**src/design/noc_calc_pkg.sv**
```systemverilog
// mesh calculator shared definitions
// mesh size, flit layout, op codes and the host register map

package noc_calc_pkg;

    // --------------------
    // mesh geometry
    // --------------------

    // tiles per side
    localparam int mesh_dim = 3;

    typedef logic [1:0] coord_t;

    // --------------------
    // operations
    // --------------------

    typedef logic [3:0] op_t;

    localparam op_t op_add = 4'd0;
    localparam op_t op_sub = 4'd1;
    localparam op_t op_mul = 4'd2;
    localparam op_t op_div = 4'd3;
    localparam op_t op_and = 4'd4;
    localparam op_t op_or  = 4'd5;
    localparam op_t op_xor = 4'd6;
    localparam op_t op_shl = 4'd7;
    localparam op_t op_shr = 4'd8;

    // anything above this is refused by the host block
    localparam op_t op_max = op_shr;

    typedef logic [63:0] word_t;

    // --------------------
    // flit
    // --------------------

    // one flit carries a whole request or response
    // a response reuses the a field for its result
    typedef struct packed {
        logic   valid;
        logic   resp;
        coord_t dst_x;
        coord_t dst_y;
        op_t    op;
        word_t  a;
        word_t  b;
    } noc_flit_t;

    // --------------------
    // apb register map
    // --------------------

    localparam logic [7:0] reg_a_lo   = 8'h00;
    localparam logic [7:0] reg_a_hi   = 8'h04;
    localparam logic [7:0] reg_b_lo   = 8'h08;
    localparam logic [7:0] reg_b_hi   = 8'h0C;
    localparam logic [7:0] reg_ctrl   = 8'h10;
    localparam logic [7:0] reg_status = 8'h14;
    localparam logic [7:0] reg_res_lo = 8'h18;
    localparam logic [7:0] reg_res_hi = 8'h1C;

    // bit positions inside STATUS
    localparam int status_busy = 0;
    localparam int status_done = 1;
    localparam int status_err  = 2;

endpackage

```
**src/design/noc_host_apb.sv**
```systemverilog
// noc_host_apb
// APB register file: holds operands, builds the request flit for tile
// (0,0) and collects the returning result

`timescale 1ns/1ps

module noc_host_apb (
    input  logic                    clk,
    input  logic                    reset,
    input  logic                    psel,
    input  logic                    penable,
    input  logic                    pwrite,
    input  logic [7:0]              paddr,
    input  logic [31:0]             pwdata,
    output logic [31:0]             prdata,
    output logic                    pready,
    output logic                    pslverr,
    output noc_calc_pkg::noc_flit_t inject,
    input  noc_calc_pkg::noc_flit_t eject
);

    noc_calc_pkg::word_t a_q, b_q, res_q;
    noc_calc_pkg::op_t   op_q;
    logic                busy, done, err;
    logic                inject_valid;

    logic access, mapped, read_only, ctrl_hit, wr_en, start;

    // --------------------
    // apb decode
    // --------------------

    assign access   = psel && penable;
    assign ctrl_hit = (paddr == noc_calc_pkg::reg_ctrl);

    always_comb begin
        mapped    = 1'b1;
        read_only = 1'b0;
        prdata    = '0;
        case (paddr)
            noc_calc_pkg::reg_a_lo: prdata = a_q[31:0];
            noc_calc_pkg::reg_a_hi: prdata = a_q[63:32];
            noc_calc_pkg::reg_b_lo: prdata = b_q[31:0];
            noc_calc_pkg::reg_b_hi: prdata = b_q[63:32];
            noc_calc_pkg::reg_ctrl: prdata = {28'd0, op_q};
            noc_calc_pkg::reg_status: begin
                read_only = 1'b1;
                prdata[noc_calc_pkg::status_busy] = busy;
                prdata[noc_calc_pkg::status_done] = done;
                prdata[noc_calc_pkg::status_err]  = err;
            end
            noc_calc_pkg::reg_res_lo: begin
                read_only = 1'b1;
                prdata    = res_q[31:0];
            end
            noc_calc_pkg::reg_res_hi: begin
                read_only = 1'b1;
                prdata    = res_q[63:32];
            end
            default: mapped = 1'b0;
        endcase
    end

    // zero wait states
    assign pready  = 1'b1;
    assign pslverr = access && (!mapped || (pwrite && read_only) || (pwrite && ctrl_hit && busy));

    assign wr_en = access && pwrite && !pslverr;
    assign start = wr_en && ctrl_hit && (noc_calc_pkg::op_t'(pwdata[3:0]) <= noc_calc_pkg::op_max);

    // operand registers
    always_ff @(posedge clk) begin
        if (wr_en) begin
            case (paddr)
                noc_calc_pkg::reg_a_lo: a_q[31:0]  <= pwdata;
                noc_calc_pkg::reg_a_hi: a_q[63:32] <= pwdata;
                noc_calc_pkg::reg_b_lo: b_q[31:0]  <= pwdata;
                noc_calc_pkg::reg_b_hi: b_q[63:32] <= pwdata;
                noc_calc_pkg::reg_ctrl: op_q       <= pwdata[3:0];
                default: ;
            endcase
        end
    end

    // --------------------
    // request control
    // --------------------

    always_ff @(posedge clk) begin
        if (reset) begin
            busy         <= 1'b0;
            done         <= 1'b0;
            err          <= 1'b0;
            inject_valid <= 1'b0;
            res_q        <= '0;
        end else begin
            inject_valid <= start;
            if (start) begin
                busy <= 1'b1;
                done <= 1'b0;
                err  <= 1'b0;
            end else if (wr_en && ctrl_hit) begin
                // op code out of range, nothing goes out
                err  <= 1'b1;
                done <= 1'b0;
            end
            if (eject.valid) begin
                res_q <= eject.a;
                done  <= 1'b1;
                busy  <= 1'b0;
            end
        end
    end

    // destination tile comes straight from the op code
    always_comb begin
        inject       = '0;
        inject.valid = inject_valid;
        inject.dst_x = noc_calc_pkg::coord_t'(op_q % noc_calc_pkg::mesh_dim);
        inject.dst_y = noc_calc_pkg::coord_t'(op_q / noc_calc_pkg::mesh_dim);
        inject.op    = op_q;
        inject.a     = a_q;
        inject.b     = b_q;
    end

    // a new flit only follows a fresh start, never an earlier flit
    a_inject_fresh: assert property (@(posedge clk) disable iff (reset)
        inject.valid |-> $rose(busy));

    a_eject_busy: assert property (@(posedge clk) disable iff (reset)
        eject.valid |-> busy);

endmodule

```
**config.mk**
```make
export PLATFORM = sky130hd
export DESIGN_NAME = noc_host_apb
export DESIGN_NICKNAME = d
export VERILOG_FILES = /design/src/design/noc_calc_pkg.sv /design/src/design/noc_host_apb.sv
export SDC_FILE = /design/constraint.sdc
export NUM_CORES = 1
export LEC_CHECK = 0
export ABC_CLOCK_PERIOD_IN_PS = 6100
export BUFFER_PORTS_ARGS = -buffer_cell sky130_fd_sc_hd__buf_4
export CELL_PAD_IN_SITES_DETAIL_PLACEMENT = 0
export CELL_PAD_IN_SITES_GLOBAL_PLACEMENT = 1
export CORE_ASPECT_RATIO = 0.75
export CORE_MARGIN = 10
export CORE_UTILIZATION = 33
export DETAILED_ROUTE_END_ITERATION = 8
export GPL_ROUTABILITY_DRIVEN = 0
export MAX_ROUTING_LAYER = met4
export PLACE_DENSITY = 0.85
export SLEW_MARGIN = 20
export SYNTH_ARGS = -nofsm -noshare
export SYNTH_HDL_FRONTEND = slang
export SYNTH_SLANG_ARGS = --single-unit
```
**constraint.sdc**
```tcl
create_clock -name clk -period 6.1 [get_ports clk]
set_clock_uncertainty 0.2 [all_clocks]
set_input_delay 1.22 -clock clk [delete_from_list [all_inputs] [get_ports clk]]
set_output_delay 1.22 -clock clk [all_outputs]
set_load 0.02 [all_outputs]
```
==> results.toml <==
[critical_path]
critPathMostFrequentCell = "buf_4"
slowest_stage = "buf_4"
crit_fanout = 43
cp-start-kind = "input pin"
critPathRequiredTime_ns = 4.68
max_stage_delay_ns = 0.61
worst_setup_path_end_kind = "primary output"
arrival_ns = 3.11
critical_path_class = "in2out"
crit_chain = "buf_4 > buf_12 > nor4_2 > buf_4 > a221o_1 > buf_4"

[global_routing]
grtUsageTotal_pct = 17.0
grt_antenna_before_repair = 0
grt_max_degree = 69
use_met2_pct = 25.8
first_global_vias = 6330
grt.overflow.total = 0
grt_busiest_layer = "met2"
grt.met1_usage_pct = 21.0
grt_util_met3_pct = 6.05
grt_pass1_wl_mm = 40.0

[outcome]
status = "complete, no violations"

[timing]
hold_ws_ns = 0.297
rsz0062_at_grt = "no"
worst_slew_pin_slew_ns = 0.851
clock.fmax_mhz = 221
setup_violations = 0
setup_tns_ns = 0
hold_violations = 0
finalCriticalPeriod_ns = 4.53
drv_slew = 0
finalCritPeriodShare_pct = 74.2
fin_ws_ns = 1.57
maxSlewHeadroom_pct = 43.3

[synthesis]
synthesis.instances = 606
async_flop_share_pct = 0
ys.flop_type = "edfxtp_1"
synth.distinct_cells = 48
syn_area_um2 = 8350
yosys_warnings = 0
synth.avg_cell_area_um2 = 13.8
ys_seq_elements = 200
synth.net_count = 793
seq_area_frac_synth_pct = 63.8
synth_edf_count = 132

[power_and_ir_drop]
ir_drop_v = 0.000174
power.leakage_nw = 4.68
power.density_nw_per_um2 = 245

[final_layout]
register_area_um2 = 5330
antennaDiodeCount = 0
utilization_pct = 45.4
drive_gt1_share_pct = 38.7
stdcell_count = 1221
syn_to_final_growth_pct = 35.5
layout.nets = 1057
multi_input_area_um2 = 2770
nFillCells = 2312

[flow_run]
max_cap_violations = 0

[drt]
drc = 0
detail_route.iter0.violations = 274
avgRoutedWirePerCell_um = 22.3
routed_wl_mm = 27.3
via_per_inst = 4.99
drt_pass1_iterations = 6
num_vias = 6089
antenna_left = 0

[clocking]
tritoncts = "done"
cts_hold_buffers = 0
cts_root_buf = "clkbuf_16"
post_cts_buffers = 0
path_clk_slew_ns = 0.07
cts_htree_levels = 4
cts_buffers = 17
cts.path.max_buffers = 2
cts_resized = 0
clkSinkCount = 200
clock_latency_ns = 0.43

[floorplan]
core_area_um2 = 24900
floorplan.rows = 50
start_util_pct = 33.5
die_x_um = 204
io_pins = 355
die-area_um2 = 32100
die_height_um = 158

[placed_design]
placedCellCount = 1189
dp_hpwl_mm = 18.8
pre_cts_slack_ns = 1.56
io_buffers = 279

[min_path]
hold_path.class = "reg2reg"
==> registers in the layout, summed over array words and instances (netlist names) <==
register      cells
a_q              64
b_q              64
res_q            64
op_q              4
busy              1
done              1
err               1
inject_valid      1
==> logic make-up after synthesis <==
family                   Yosys count  synth area share, %
AND/OR/NAND/NOR                  139                 7.83
AO/OA/AOI/OAI                     74                 7.86
other                              2               0.0900
flip-flops                       200                 63.8
buffers and inverters             54                 3.37
XOR/XNOR                           1                0.105
multiplexers                     132                 16.3
adder cells (fa/ha/maj)            4                0.600
==> worst paths after layout <==
| path | from | to | slack, ns | depth (start not counted) |
|---|---|---|---|---|
| worst max-delay path | paddr[4] | prdata[28] | 1.57 | 6 |
| worst min register to register | res_q[6] | res_q[6] | 0.30 | 2 |
| worst min-delay path | res_q[6] | res_q[6] | 0.30 | 2 |
| worst max register to register | busy | err | 4.27 | 4 |
==> report_power, final <==
part           switching, W  internal [W]  total (W)
clock              0.000505      0.000586    0.00109
combinational      0.000101      0.000102   0.000203
sequential        0.0000134       0.00147    0.00148
total              0.000620       0.00215    0.00277
==> final cells by class <==
class / instances / area share (%)
Clock buffer: 22 / 4.10
Clock inverter: 10 / 0.830
Inverter: 7 / 0.232
Multi-Input combinational cell: 352 / 24.5
Sequential cell: 200 / 47.1
Tap cell: 338 / 3.74
Timing Repair Buffer: 292 / 19.5
==> per-stage QoR <==
step | total power (W) | area (um2)
2_1_floorplan | 0.00162 | 8350
3_3_place_gp | 0.00171 | 10800
3_5_place_dp | 0.00171 | 10800
4_1_cts | 0.00281 | 11300
5_1_grt | 0.00288 | 11300
6_report | 0.00277 | 11300
==> layout by cell type, fill, tap and decap left out, drive strengths merged, types with 4 or more instances in the layout <==
cell / Yosys / final
nor2: 100 / 100
clkinv: 0 / 4
nor3: 5 / 5
clkbuf: 13 / 22
mux2i: 125 / 125
nand2: 9 / 9
a221o: 28 / 28
inv: 7 / 9
buf: 34 / 292
mux2: 4 / 4
edfxtp: 132 / 132
ha: 4 / 4
dfxtp: 68 / 68
a21oi: 5 / 5
o22a: 28 / 28
==> routing by layer <==
layer,vias up,wire (um)
li1,2802,-
met1,3034,12000
met2,233,12600
met3,20,2450
met4,0,222
met5,-,0
==> worst max-delay path: cells and delay by family <==
| family | cells | cell delay (ns) |
|---|---|---|
| AND/OR/NAND/NOR | 1 | 0.09 |
| AO/OA/AOI/OAI | 1 | 0.40 |
| buffers and inverters | 4 | 1.33 |
==> cells in the mapped netlist (2+ instances only) <==
cell type	n	area [um2]
nand2_1	9	33.8
ha_1	4	50.1
o21ai_0	2	10.0
edfxtp_1	132	3960
mux4_2	3	67.6
nand3_1	2	10.0
buf_6	4	45.0
nand3b_1	2	15.0
dfxtp_1	68	1360
a221o_1	28	280
buf_4	6	45.0
mux2i_1	125	1250
nor4_1	2	12.5
inv_1	7	26.3
buf_1	3	11.3
or4_1	2	15.0
nor3b_1	3	22.5
or3_4	2	22.5
nor2_1	100	375
mux2_2	4	45.0
nand2b_1	3	18.8
nand4_1	2	12.5
o22a_1	28	245
a31oi_1	2	12.5
nor3_1	3	15.0
conb_1	2	7.51
buf_2	21	105
clkbuf_1	13	48.8
a21oi_1	5	25.0
Power figures use the tool's default switching activity.
